**config.mk**
```make
export PLATFORM = sky130hd
export DESIGN_NAME = sha_accelerator
export DESIGN_NICKNAME = d
export VERILOG_FILES = /design/src/verilog/sha_acc_pkg.sv /design/src/verilog/acc_control_unit.sv /design/src/verilog/msg_scheduler.sv /design/src/verilog/hash_compressor.sv /design/src/verilog/sha_accelerator.sv
export SDC_FILE = /design/constraint.sdc
export NUM_CORES = 2
export LEC_CHECK = 0
export ABC_AREA = 1
export BUFFER_PORTS_ARGS = -buffer_cell sky130_fd_sc_hd__buf_2
export CORE_MARGIN = 1
export CORE_UTILIZATION = 45
export CTS_CLUSTER_SIZE = 14
export DETAILED_ROUTE_END_ITERATION = 12
export PLACE_DENSITY_LB_ADDON = 0.15
export REMOVE_ABC_BUFFERS = 1
export SLEW_MARGIN = 20
export SYNTH_ARGS = -nofsm -noshare
export SYNTH_HDL_FRONTEND = slang
export SYNTH_SLANG_ARGS = --single-unit
export TNS_END_PERCENT = 1
```
**constraint.sdc**
```tcl
create_clock -name clk -period 28.3 [get_ports clk]
set_input_delay 2.83 -clock clk [delete_from_list [all_inputs] [get_ports clk]]
set_output_delay 2.83 -clock clk [all_outputs]
set_load 0.01 [all_outputs]
```
**src/verilog/sha_acc_pkg.sv**
```systemverilog
/*
 * SHA-256 accelerator shared definitions
 * Memory map, status codes, width types, round constants and initial hash
 */
package sha_acc_pkg;

    // ==============================
    // Width types
    // ==============================
    typedef logic [15:0]  addr_t;
    typedef logic [31:0]  word_t;
    typedef logic [511:0] block_t;
    typedef logic [255:0] digest_t;
    typedef logic [6:0]   round_t;
    typedef logic [1:0]   stage_t;

    // Compression stages
    localparam stage_t STAGE_BLOCK1 = 2'd0;
    localparam stage_t STAGE_BLOCK2 = 2'd1;
    localparam stage_t STAGE_REHASH = 2'd2;

    // ==============================
    // Memory map and status codes
    // ==============================
    localparam addr_t ACB_BASE        = 16'h5000;
    localparam addr_t ACB_DIGEST_ADDR = 16'h5008;
    localparam addr_t HCB_BLOCK1_ADDR = 16'h1000;
    localparam addr_t HCB_BLOCK2_ADDR = 16'h1040;

    localparam int    STATUS_START_BIT = 0;
    localparam word_t STATUS_BUSY      = 32'd5;
    localparam word_t STATUS_DONE      = 32'd2;

    // ==============================
    // SHA-256 constants
    // ==============================
    localparam round_t HASH_ROUNDS = 7'd64;

    // Padding of the 256-bit rehash block
    localparam word_t REHASH_PAD = 32'h8000_0000;
    localparam word_t REHASH_LEN = 32'd256;

    localparam word_t SHA_K [64] = '{
        32'h428a2f98, 32'h71374491, 32'hb5c0fbcf, 32'he9b5dba5,
        32'h3956c25b, 32'h59f111f1, 32'h923f82a4, 32'hab1c5ed5,
        32'hd807aa98, 32'h12835b01, 32'h243185be, 32'h550c7dc3,
        32'h72be5d74, 32'h80deb1fe, 32'h9bdc06a7, 32'hc19bf174,
        32'he49b69c1, 32'hefbe4786, 32'h0fc19dc6, 32'h240ca1cc,
        32'h2de92c6f, 32'h4a7484aa, 32'h5cb0a9dc, 32'h76f988da,
        32'h983e5152, 32'ha831c66d, 32'hb00327c8, 32'hbf597fc7,
        32'hc6e00bf3, 32'hd5a79147, 32'h06ca6351, 32'h14292967,
        32'h27b70a85, 32'h2e1b2138, 32'h4d2c6dfc, 32'h53380d13,
        32'h650a7354, 32'h766a0abb, 32'h81c2c92e, 32'h92722c85,
        32'ha2bfe8a1, 32'ha81a664b, 32'hc24b8b70, 32'hc76c51a3,
        32'hd192e819, 32'hd6990624, 32'hf40e3585, 32'h106aa070,
        32'h19a4c116, 32'h1e376c08, 32'h2748774c, 32'h34b0bcb5,
        32'h391c0cb3, 32'h4ed8aa4a, 32'h5b9cca4f, 32'h682e6ff3,
        32'h748f82ee, 32'h78a5636f, 32'h84c87814, 32'h8cc70208,
        32'h90befffa, 32'ha4506ceb, 32'hbef9a3f7, 32'hc67178f2
    };

    // Initial hash words H0 to H7
    localparam word_t SHA_IV [8] = '{
        32'h6a09e667, 32'hbb67ae85, 32'h3c6ef372, 32'ha54ff53a,
        32'h510e527f, 32'h9b05688c, 32'h1f83d9ab, 32'h5be0cd19
    };

    // Rotate right, used by both sigma families
    function automatic word_t rotr(input word_t x, input int unsigned n);
        rotr = (x >> n) | (x << (32 - n));
    endfunction

endpackage

```
**src/verilog/acc_control_unit.sv**
```systemverilog
/*
 * Accelerator control unit
 * Watches the status write, sequences both block reads, three chained
 * compressions and the status and digest write-back
 */
module acc_control_unit import sha_acc_pkg::*; (
    input  logic    clk,
    input  logic    rst_n,

    // Host status write monitor
    input  logic    listen_en,
    input  addr_t   listen_addr,
    input  word_t   listen_data,

    // Memory responses
    input  logic    read_valid,
    input  logic    write_done,

    // Chaining registers from the compressor
    input  digest_t digest,

    // Memory requests
    output logic    read_en,
    output addr_t   read_addr,
    output logic    write_en,
    output addr_t   write_addr,
    output word_t   write_data,

    // Scheduler control
    output logic    ms_init,
    output logic    ms_enable,
    output stage_t  msg_sel,
    output logic    save_hash,

    // Compressor control
    output logic    cm_load_iv,
    output logic    cm_update_a_h,
    output logic    cm_hashing,
    output logic    cm_update_h,
    output round_t  round
);

    // ==============================
    // States
    // ==============================
    typedef enum logic [3:0] {
        S_IDLE,
        S_READ_BLK1,     // Fetch first header block
        S_WRITE_BUSY,    // Busy status to the ACB
        S_IV_INIT,       // Chaining registers from IV
        S_UPD_AH,        // Round setup, A..H from H0..H7
        S_HASH,          // 64 rounds
        S_UPD_H,         // Final addition
        S_STAGE_DECIDE,  // Next block, rehash or write-back
        S_READ_BLK2,     // Fetch second header block
        S_WRITE_DIGEST,  // H0..H7, one word per grant
        S_WRITE_DONE     // Done status to the ACB
    } state_t;

    state_t state, next_state;

    stage_t          stage_q;
    logic   [2:0]    word_q;

    // Counter strobes from the FSM
    logic            round_clr;
    logic            round_inc;
    logic            stage_inc;
    logic            stage_clr;
    logic            word_inc;
    logic            word_clr;

    logic            start_req;

    // Host writes the start bit into the status word
    assign start_req = listen_en && (listen_addr == ACB_BASE)
                       && listen_data[STATUS_START_BIT];

    assign msg_sel = stage_q;

    // ==============================
    // Next state and outputs
    // ==============================
    always_comb begin
        next_state    = state;

        read_en       = 1'b0;
        read_addr     = '0;
        write_en      = 1'b0;
        write_addr    = '0;
        write_data    = '0;

        ms_init       = 1'b0;
        ms_enable     = 1'b0;
        save_hash     = 1'b0;
        cm_load_iv    = 1'b0;
        cm_update_a_h = 1'b0;
        cm_hashing    = 1'b0;
        cm_update_h   = 1'b0;

        round_clr     = 1'b0;
        round_inc     = 1'b0;
        stage_inc     = 1'b0;
        stage_clr     = 1'b0;
        word_inc      = 1'b0;
        word_clr      = 1'b0;

        case (state)
            S_IDLE: begin
                // Starts are only seen here, so a busy job ignores them
                if (start_req) begin
                    next_state = S_READ_BLK1;
                end
            end

            S_READ_BLK1: begin
                read_en   = 1'b1;
                read_addr = HCB_BLOCK1_ADDR;
                if (read_valid) begin
                    next_state = S_WRITE_BUSY;
                end
            end

            S_WRITE_BUSY: begin
                write_en   = 1'b1;
                write_addr = ACB_BASE;
                write_data = STATUS_BUSY;
                if (write_done) begin
                    next_state = S_IV_INIT;
                end
            end

            S_IV_INIT: begin
                cm_load_iv = 1'b1;
                next_state = S_UPD_AH;
            end

            S_UPD_AH: begin
                // Window load and working register copy in one cycle
                cm_update_a_h = 1'b1;
                ms_init       = 1'b1;
                round_clr     = 1'b1;
                next_state    = S_HASH;
            end

            S_HASH: begin
                cm_hashing = 1'b1;
                ms_enable  = 1'b1;
                round_inc  = 1'b1;
                if (round == HASH_ROUNDS - 7'd1) begin
                    next_state = S_UPD_H;
                end
            end

            S_UPD_H: begin
                cm_update_h = 1'b1;
                next_state  = S_STAGE_DECIDE;
            end

            S_STAGE_DECIDE: begin
                case (stage_q)
                    STAGE_BLOCK1: begin
                        // Stage 1 chains on, no IV reload
                        stage_inc  = 1'b1;
                        next_state = S_READ_BLK2;
                    end
                    STAGE_BLOCK2: begin
                        // Header hash becomes the rehash message
                        save_hash  = 1'b1;
                        stage_inc  = 1'b1;
                        next_state = S_IV_INIT;
                    end
                    default: begin
                        stage_clr  = 1'b1;
                        next_state = S_WRITE_DIGEST;
                    end
                endcase
            end

            S_READ_BLK2: begin
                read_en   = 1'b1;
                read_addr = HCB_BLOCK2_ADDR;
                if (read_valid) begin
                    next_state = S_UPD_AH;
                end
            end

            S_WRITE_DIGEST: begin
                write_en   = 1'b1;
                write_addr = ACB_DIGEST_ADDR + addr_t'({word_q, 2'b00});
                write_data = digest[32*word_q +: 32];
                if (write_done) begin
                    if (word_q == 3'd7) begin
                        word_clr   = 1'b1;
                        next_state = S_WRITE_DONE;
                    end else begin
                        word_inc = 1'b1;
                    end
                end
            end

            S_WRITE_DONE: begin
                write_en   = 1'b1;
                write_addr = ACB_BASE;
                write_data = STATUS_DONE;
                if (write_done) begin
                    next_state = S_IDLE;
                end
            end

            default: begin
                next_state = S_IDLE;
            end
        endcase
    end

    // ==============================
    // State and counters
    // ==============================
    always_ff @(posedge clk) begin
        if (!rst_n) begin
            state <= S_IDLE;
        end else begin
            state <= next_state;
        end
    end

    // Round counter ends at 64 after the last hashing cycle
    always_ff @(posedge clk) begin
        if (!rst_n || round_clr) begin
            round <= '0;
        end else if (round_inc) begin
            round <= round + 7'd1;
        end
    end

    always_ff @(posedge clk) begin
        if (!rst_n || stage_clr) begin
            stage_q <= STAGE_BLOCK1;
        end else if (stage_inc) begin
            stage_q <= stage_q + 2'd1;
        end
    end

    // Digest word index for the write-back
    always_ff @(posedge clk) begin
        if (!rst_n || word_clr) begin
            word_q <= '0;
        end else if (word_inc) begin
            word_q <= word_q + 3'd1;
        end
    end

endmodule

```
**src/verilog/msg_scheduler.sv**
```systemverilog
/*
 * SHA-256 message scheduler
 * Holds the fetched block and saved digest, builds the padded rehash block
 * and produces one schedule word per round from a 16-word window
 */
module msg_scheduler import sha_acc_pkg::*; (
    input  logic    clk,
    input  logic    rst_n,
    input  logic    read_valid,
    input  block_t  read_data,
    input  digest_t digest,
    input  logic    save_hash,
    input  stage_t  msg_sel,
    input  logic    ms_init,
    input  logic    ms_enable,
    output word_t   w
);

    block_t  blk_q;
    digest_t saved_q;
    word_t   win [16];
    word_t   init_win [16];
    word_t   w_next;

    // Small sigma functions of the schedule
    function automatic word_t sig0(input word_t x);
        sig0 = rotr(x, 7) ^ rotr(x, 18) ^ (x >> 3);
    endfunction

    function automatic word_t sig1(input word_t x);
        sig1 = rotr(x, 17) ^ rotr(x, 19) ^ (x >> 10);
    endfunction

    // Last line from memory, and the header hash for the rehash
    always_ff @(posedge clk) begin
        if (read_valid) begin
            blk_q <= read_data;
        end
        if (save_hash) begin
            saved_q <= digest;
        end
    end

    // ==============================
    // Window source
    // ==============================
    always_comb begin
        // Word 0 sits at the top of the line
        for (int i = 0; i < 16; i++) begin
            init_win[i] = blk_q[511 - 32*i -: 32];
        end
        if (msg_sel == STAGE_REHASH) begin
            for (int i = 0; i < 8; i++) begin
                init_win[i] = saved_q[32*i +: 32];
            end
            init_win[8] = REHASH_PAD;
            for (int i = 9; i < 15; i++) begin
                init_win[i] = '0;
            end
            init_win[15] = REHASH_LEN;
        end
    end

    // W[t] from W[t-2], W[t-7], W[t-15] and W[t-16]
    assign w_next = sig1(win[14]) + win[9] + sig0(win[1]) + win[0];
    assign w      = win[0];

    always_ff @(posedge clk) begin
        if (!rst_n) begin
            for (int i = 0; i < 16; i++) begin
                win[i] <= '0;
            end
        end else if (ms_init) begin
            win <= init_win;
        end else if (ms_enable) begin
            for (int i = 0; i < 15; i++) begin
                win[i] <= win[i + 1];
            end
            win[15] <= w_next;
        end
    end

endmodule

```
**src/verilog/hash_compressor.sv**
```systemverilog
/*
 * SHA-256 round compressor
 * Working registers A..H, chaining registers H0..H7, one round per cycle
 */
module hash_compressor import sha_acc_pkg::*; (
    input  logic    clk,
    input  logic    rst_n,
    input  logic    cm_load_iv,
    input  logic    cm_update_a_h,
    input  logic    cm_hashing,
    input  logic    cm_update_h,
    input  round_t  round,
    input  word_t   w,
    output digest_t digest
);

    // Chaining registers H0..H7
    word_t hv [8];

    // Working registers
    word_t a_r;
    word_t b_r;
    word_t c_r;
    word_t d_r;
    word_t e_r;
    word_t f_r;
    word_t g_r;
    word_t h_r;

    word_t t1;
    word_t t2;

    // ==============================
    // Round function
    // ==============================
    function automatic word_t big_sig0(input word_t x);
        big_sig0 = rotr(x, 2) ^ rotr(x, 13) ^ rotr(x, 22);
    endfunction

    function automatic word_t big_sig1(input word_t x);
        big_sig1 = rotr(x, 6) ^ rotr(x, 11) ^ rotr(x, 25);
    endfunction

    // Ch and Maj folded into the two temporaries
    assign t1 = h_r + big_sig1(e_r) + ((e_r & f_r) ^ (~e_r & g_r))
                + SHA_K[round[5:0]] + w;
    assign t2 = big_sig0(a_r) + ((a_r & b_r) ^ (a_r & c_r) ^ (b_r & c_r));

    always_ff @(posedge clk) begin
        if (cm_update_a_h) begin
            a_r <= hv[0];
            b_r <= hv[1];
            c_r <= hv[2];
            d_r <= hv[3];
            e_r <= hv[4];
            f_r <= hv[5];
            g_r <= hv[6];
            h_r <= hv[7];
        end else if (cm_hashing) begin
            a_r <= t1 + t2;
            b_r <= a_r;
            c_r <= b_r;
            d_r <= c_r;
            e_r <= d_r + t1;
            f_r <= e_r;
            g_r <= f_r;
            h_r <= g_r;
        end
    end

    // ==============================
    // Chaining and final addition
    // ==============================
    always_ff @(posedge clk) begin
        if (!rst_n || cm_load_iv) begin
            for (int i = 0; i < 8; i++) begin
                hv[i] <= SHA_IV[i];
            end
        end else if (cm_update_h) begin
            hv[0] <= hv[0] + a_r;
            hv[1] <= hv[1] + b_r;
            hv[2] <= hv[2] + c_r;
            hv[3] <= hv[3] + d_r;
            hv[4] <= hv[4] + e_r;
            hv[5] <= hv[5] + f_r;
            hv[6] <= hv[6] + g_r;
            hv[7] <= hv[7] + h_r;
        end
    end

    // H0 in the low word
    always_comb begin
        for (int i = 0; i < 8; i++) begin
            digest[32*i +: 32] = hv[i];
        end
    end

endmodule

```
**src/verilog/sha_accelerator.sv**
```systemverilog
/*
 * SHA-256 mining accelerator top level
 * Control unit, message scheduler and compressor on the memory ports
 */
module sha_accelerator import sha_acc_pkg::*; (
    input  logic   clk,
    input  logic   rst_n,

    // Host status write monitor
    input  logic   listen_en,
    input  addr_t  listen_addr,
    input  word_t  listen_data,

    // Read port
    output logic   read_en,
    output addr_t  read_addr,
    input  logic   read_valid,
    input  block_t read_data,

    // Write port
    output logic   write_en,
    output addr_t  write_addr,
    output word_t  write_data,
    input  logic   write_done
);

    // Control strobes
    logic    ms_init;
    logic    ms_enable;
    stage_t  msg_sel;
    logic    save_hash;
    logic    cm_load_iv;
    logic    cm_update_a_h;
    logic    cm_hashing;
    logic    cm_update_h;
    round_t  round;

    // Datapath
    digest_t digest;
    word_t   w;

    acc_control_unit u_ctrl (
        .clk           (clk),
        .rst_n         (rst_n),
        .listen_en     (listen_en),
        .listen_addr   (listen_addr),
        .listen_data   (listen_data),
        .read_valid    (read_valid),
        .write_done    (write_done),
        .digest        (digest),
        .read_en       (read_en),
        .read_addr     (read_addr),
        .write_en      (write_en),
        .write_addr    (write_addr),
        .write_data    (write_data),
        .ms_init       (ms_init),
        .ms_enable     (ms_enable),
        .msg_sel       (msg_sel),
        .save_hash     (save_hash),
        .cm_load_iv    (cm_load_iv),
        .cm_update_a_h (cm_update_a_h),
        .cm_hashing    (cm_hashing),
        .cm_update_h   (cm_update_h),
        .round         (round)
    );

    // Block register loads on every read grant
    msg_scheduler u_sched (
        .clk        (clk),
        .rst_n      (rst_n),
        .read_valid (read_valid),
        .read_data  (read_data),
        .digest     (digest),
        .save_hash  (save_hash),
        .msg_sel    (msg_sel),
        .ms_init    (ms_init),
        .ms_enable  (ms_enable),
        .w          (w)
    );

    hash_compressor u_comp (
        .clk           (clk),
        .rst_n         (rst_n),
        .cm_load_iv    (cm_load_iv),
        .cm_update_a_h (cm_update_a_h),
        .cm_hashing    (cm_hashing),
        .cm_update_h   (cm_update_h),
        .round         (round),
        .w             (w),
        .digest        (digest)
    );

endmodule

```
# Word-level counts from Yosys, hierarchy flattened
# Memory sizes are Yosys's and may differ from the RTL's.
# Index checks and enable logic that the tools add are counted.
[classes]
n_eq_ne = 23
shift = 1
n_addsub = 22
n_mux = 65
reduce_logical = 15
order_cmp = 1
div_mod_pow = 0
n_bitwise = 36
mul = 0
[op_table]
columns = ["op", "n"]
rows = [
  ["$mux 512", 3],
  ["$mux 32", 26],
  ["$add 32x32->32", 18],
  ["$xor 32x32->32", 9],
  ["$shiftx 256x9->32", 1],
  ["$and 32x32->32", 5],
  ["$pmux 32 s3", 1],
  ["$pmux 4 s11", 1],
  ["$mux 4", 8],
  ["$not 32->32", 1],
  ["$or 10x32->32", 1],
  ["$or 13x32->32", 1],
  ["$or 14x32->32", 1],
  ["$or 15x32->32", 1],
  ["$or 19x32->32", 1],
  ["$or 21x32->32", 1],
  ["$or 25x32->32", 1],
  ["$or 26x32->32", 1],
  ["$or 30x32->32", 1],
  ["$or 7x32->32", 1],
  ["$pmux 16 s2", 1],
  ["$xor 32x22->32", 1],
  ["$xor 32x29->32", 1],
  ["$pmux 13 s2", 1],
  ["29 further kinds", 76],
]
[word_totals]
regBits = 1552
mem_count = 2
wordCells = 195
out_inout_bits = 66
inputBits = 565
rom_bits = 2048
ramBits = 256
latch_bits = 0
[memory_table]
columns = ["memory", "words", "width", "rd", "rd_clocked_by_memory_dff", "wr", "line_no", "rtl"]
rows = [
  ["(name not given)", 64, 32, 1, 0, 0, "hash_compressor.sv:46", "+ SHA_K[round[5:0]] + w;"],
  ["u_comp.hv", 8, 32, 8, 0, 8, "hash_compressor.sv:18", "word_t hv [8];"],
]

# Depth between registers and ports, before layout
[depth]
depth_word = 10
ltp_mapped = 48
ltp_nobuf = 47

# Hierarchy
# Synthesis repeated with hierarchy kept, for this count alone.
[hier_totals]
hier_cells = 11978
area_unflattened_um2 = 103175.2
[modules_own_cells]
columns = ["mod", "seq_area_each_um2", "instances", "cells_per_inst", "area_each_um2"]
rows = [
  ["msg_scheduler", 33311.9, 1, 5075, 52661.8],
  ["hash_compressor", 15374.7, 1, 6196, 46868.7],
  ["acc_control_unit", 320.3, 1, 707, 3644.7],
]

# Worst setup path before layout
# No wires, ideal clock.
[synth_timing]
kind = "register to register"
startpoint = "reg u_ctrl.state[2]"
endpoint = "mem u_comp.hv[0][0] (netlist name), enable pin"
stages_incl_launch_ff = 5
arrival_ns = 18.430
setup_ns = 1.227
slack_ns = 8.642
synth_period_minus_slack_ns = 19.658
required_time_ns = 27.073
n_path_buf = 0
cell_sequence = "dfxtp_1 > inv_2 > nor2_2 > inv_2 > o21ai_0"
[synth_rtl]
columns = ["element", "line_no", "rtl"]
rows = [
  ["start: declaration", "acc_control_unit.sv:60", "state_t state, next_state;"],
  ["start signal: assignment", "acc_control_unit.sv:224", "state <= next_state;"],
  ["end: declaration", "hash_compressor.sv:18", ""],
]

# Worst setup path in the final report
[layout_timing]
startpoint = "reg u_ctrl.round[1]"
endpoint = "reg u_comp.a_r[28], data pin"
[layout_between]
elab_chain_cells = 9
[layout_rtl]
columns = ["element", "line_no", "rtl"]
rows = [
  ["start: declaration", "acc_control_unit.sv:40", "output round_t round"],
  ["start signal: assignment", "acc_control_unit.sv:233", "round <= round + 7'd1;"],
  ["$not 6->7 (not written as such)", "hash_compressor.sv:46", ""],
  ["$mem_v2 64x32", "--", ""],
  ["$mux 32 (not written as such) (2 in series)", "hash_compressor.sv:46", ""],
  ["$add 32x32->32 (2 in series)", "hash_compressor.sv:46", ""],
  ["$add 32x32->32", "hash_compressor.sv:60", "a_r <= t1 + t2;"],
  ["$mux 32", "hash_compressor.sv:59", "end else if (cm_hashing) begin"],
  ["$mux 32", "hash_compressor.sv:50", "if (cm_update_a_h) begin"],
  ["end signal: assignment", "hash_compressor.sv:51", "a_r <= hv[0];"],
  ["end signal: assignment", "hash_compressor.sv:60", ""],
  ["end: declaration", "hash_compressor.sv:21", "word_t a_r;"],
]
# Every way passes these cells. The select of a mux whose other input is x is not followed.
# A chain may end at the register's enable or synchronous reset.

==> out/qor.yml <==
cts:
  cts.sinks: 1808
  ctsHtreeMaxLevel: 4
  holdBufCountCts: 0
  cts_setup_buffers: 0
  cts_buffers: 201
  clock-root-buffer: "clkbuf_16"
  clkTransAtPathRegs_ns: 0.06
  ctsLongestPathBuffers: 3
  cts_tree: "yes"
  clk_latency_ns: 0.91
  cts_resized: 0
worst_hold_path:
  hold_class: "reg2reg"
  min_from: "u_sched.win[8]"
  min_path_cells: 2
  whs_endpoint: "u_sched.win[8]"
synth:
  syn_area_per_cell_um2: 8.72
  synth_common_cells: "2688 x nand2_1, 2058 x inv_1, 1280 x edfxtp_1"
  synth_top_area_share_pct: 36.8
  synthCells: 12000
  yosys.area_share.simple_pct: 15.4
  yosysSeqAreaShare_pct: 46.9
  ys_types: 54
  synth_seq_cells: 1808
  yosys.area_share.xor_xnor_pct: 2.81
  syn_area_um2: 104000
  ys_async_sr_fraction_pct: 0
  yosysMostFrequentCell: "nand2_1"
  synth_mux_area_share_pct: 1.69
  synth_compound_area_share_pct: 14.7
  yosysTopAreaCell: "edfxtp_1"
  netlist_top_cells_area: "edfxtp_1 37%, dfxtp_1 10%, nand2_1 9.7%, inv_1 7.4%, ha_1 4.8%"
  synth_warnings: 0
  synth_edf_count: 1280
  synth_top_family_by_area: "simple AND/OR/NAND/NOR gates"
  synth_flop_cell: "edfxtp_1"
  synthAdderAreaFrac_pct: 8.72
grt:
  grt_use_met1_pct: 46.7
  gr-usage-met2_pct: 61.6
  grt_pass1_wl_um: 635000
  track_usage_pct: 38.2
  overflow: 0
  antenna_found_initial: 28
  grt_max_degree: 208
  grt_busiest_layer: "met2"
  first_global_vias: 86200
  grt_util_met3_pct: 6.99
cells_and_area:
  area_delta_synth_final_pct: 12.0
  drive_above_1_share_pct: 8.73
  nNetsFinal: 13500
  fill_cells: 21700
critical_path:
  rrSetupSlack_ns: 17.04
  r2r_cells: 37
  path_class: "reg2reg"
  critPathLaunchType: "register"
  r2r_end: "u_comp.a_r[28]"
  critical_path.max_stage_delay_ns: 0.87
  arrival_ns: 11.84
  critPathCaptureType: "register"
  cp.required_ns: 28.88
  reg2reg_from: "u_ctrl.round[1]"
  crit_fanout: 15
  slowest_stage: "dfxtp_1"
  crit_path_frequent_cell: "nand2_1"
route:
  post-route-drc-count: 0
  wl_um: 457000
  dr.pass1.iters: 6
  routed_via_density: 5.78
  vias: 90200
  dr.first_iter.drc_count: 9354
  wire_per_inst_um: 29.3
  ant_nets: 0
sta:
  max_slew_margin_pct: -2.54
  hold_violations: 0
  clock_skew_ns: 0.0770
  maxSlewViolCount: 45
  rsz0062_at_grt: "false"
  fin_crit_ns: 11.26
  finalSetupViolCount: 0
  fin_crit_sh_pct: 39.8
  setup-tns-final_ns: 0
  fmax_ghz: 0.0888
  worst_pin_slew_ns: 1.54
floorplanning:
  die_area_um2: 234000
  die_height_um: 484
  initial_utilization_pct: 45.3
  die_x_um: 484
  pin_count: 631
  num_rows: 176
  coreArea_um2: 230000
placed_design:
  gp_congestion: 1.06
  port_buffers: 575
  dpl.hpwl_um: 356000
job:
  maxCapViolCount: 0
outcome:
  status: "finished, violations left"
  violations: "max-slew violations"
cell type report:
class	instances	area, um^2	share of cell area, %
sequential	1808	49000	41.9
clock inverter	118	1480	1.27
multi-input combinational	7595	45400	38.8
timing repair buffer	694	3870	3.31
antenna	23	57.6	0.0492
inverter	2073	7800	6.67
clock buffer	265	5520	4.72
tap	3026	3790	3.24
flip-flops by register name (all words and copies together), names as in the netlist:
register         flops
u_ctrl.msg_sel       2
u_sched.blk_q      512
u_sched.win        480
u_comp.e_r          32
u_comp.a_r          32
u_comp.c_r          32
u_sched.saved_q    256
u_comp.d_r          32
u_comp.f_r          32
u_ctrl.round         7
u_comp.hv          256
u_comp.g_r          32
u_comp.b_r          32
u_ctrl.state         4
u_ctrl.word_q        3
u_sched.w           32
u_comp.h_r          32
stage by stage:
stage	area, um^2	utilization, %	hold slack (ns)	std cells	setup WS, ns
after floorplan	102000	-	0.445	11500	6.74
after global routing	117000	50.7	0.489	15600	16.76
after global placement	110000	47.7	0.456	15200	17.30
after detailed placement	110000	47.7	0.459	15200	17.44
after CTS	117000	50.7	0.468	15600	17.30
final	117000	50.8	0.469	15600	17.04
layout by cell type, fill, tap and decap left out, types with 195 or more instances in the layout:
master,n
a21oi_1,763
buf_2,573
clkbuf_16,203
dfxtp_1,524
edfxtp_1,1280
fa_1,195
ha_1,398
inv_1,2056
nand2_1,2686
nand3_1,394
nor2_1,637
o21ai_0,676
o221ai_1,465
how the worst max path moves through the flow:
stage                                   to  cells past startpoint  slack [ns]         startpoint
after floorplan           u_sched.win[255]                      6        6.74  u_ctrl.msg_sel[0]
after global placement      u_comp.a_r[28]                     37       17.30    u_ctrl.round[1]
after detailed placement    u_comp.a_r[28]                     37       17.44    u_ctrl.round[1]
after CTS                   u_comp.a_r[28]                     37       17.30    u_ctrl.round[1]
after global routing        u_comp.a_r[28]                     37       16.76    u_ctrl.round[1]
final                       u_comp.a_r[28]                     37       17.04    u_ctrl.round[1]
cell families after synthesis:
kind of cell,count (synthesis)
fa+ha+maj,615
flops,1808
xor+xnor,335
other cells,1
mux,176
buf+inv,2605
simple gates,3984
compound gates,2461
metal layers:
layer / wire length, um / vias to the layer above
met2: 210000 / 4373
li1: - / 41000
met4: 35700 / 26
met1: 174000 / 43800
met3: 37500 / 1022
met5: 180 / -
critical path: cells and delay by family, from the launching register on:
kind,cells,cell delay [ns]
fa+ha+maj,8,3.95
xor+xnor,1,0.77
flops,1,0.87
compound gates,6,1.46
buf+inv,7,1.37
simple gates,15,2.55
Power is not shown: default switching activity piles up to over one toggle a cycle in this logic, so the estimate is an artifact.
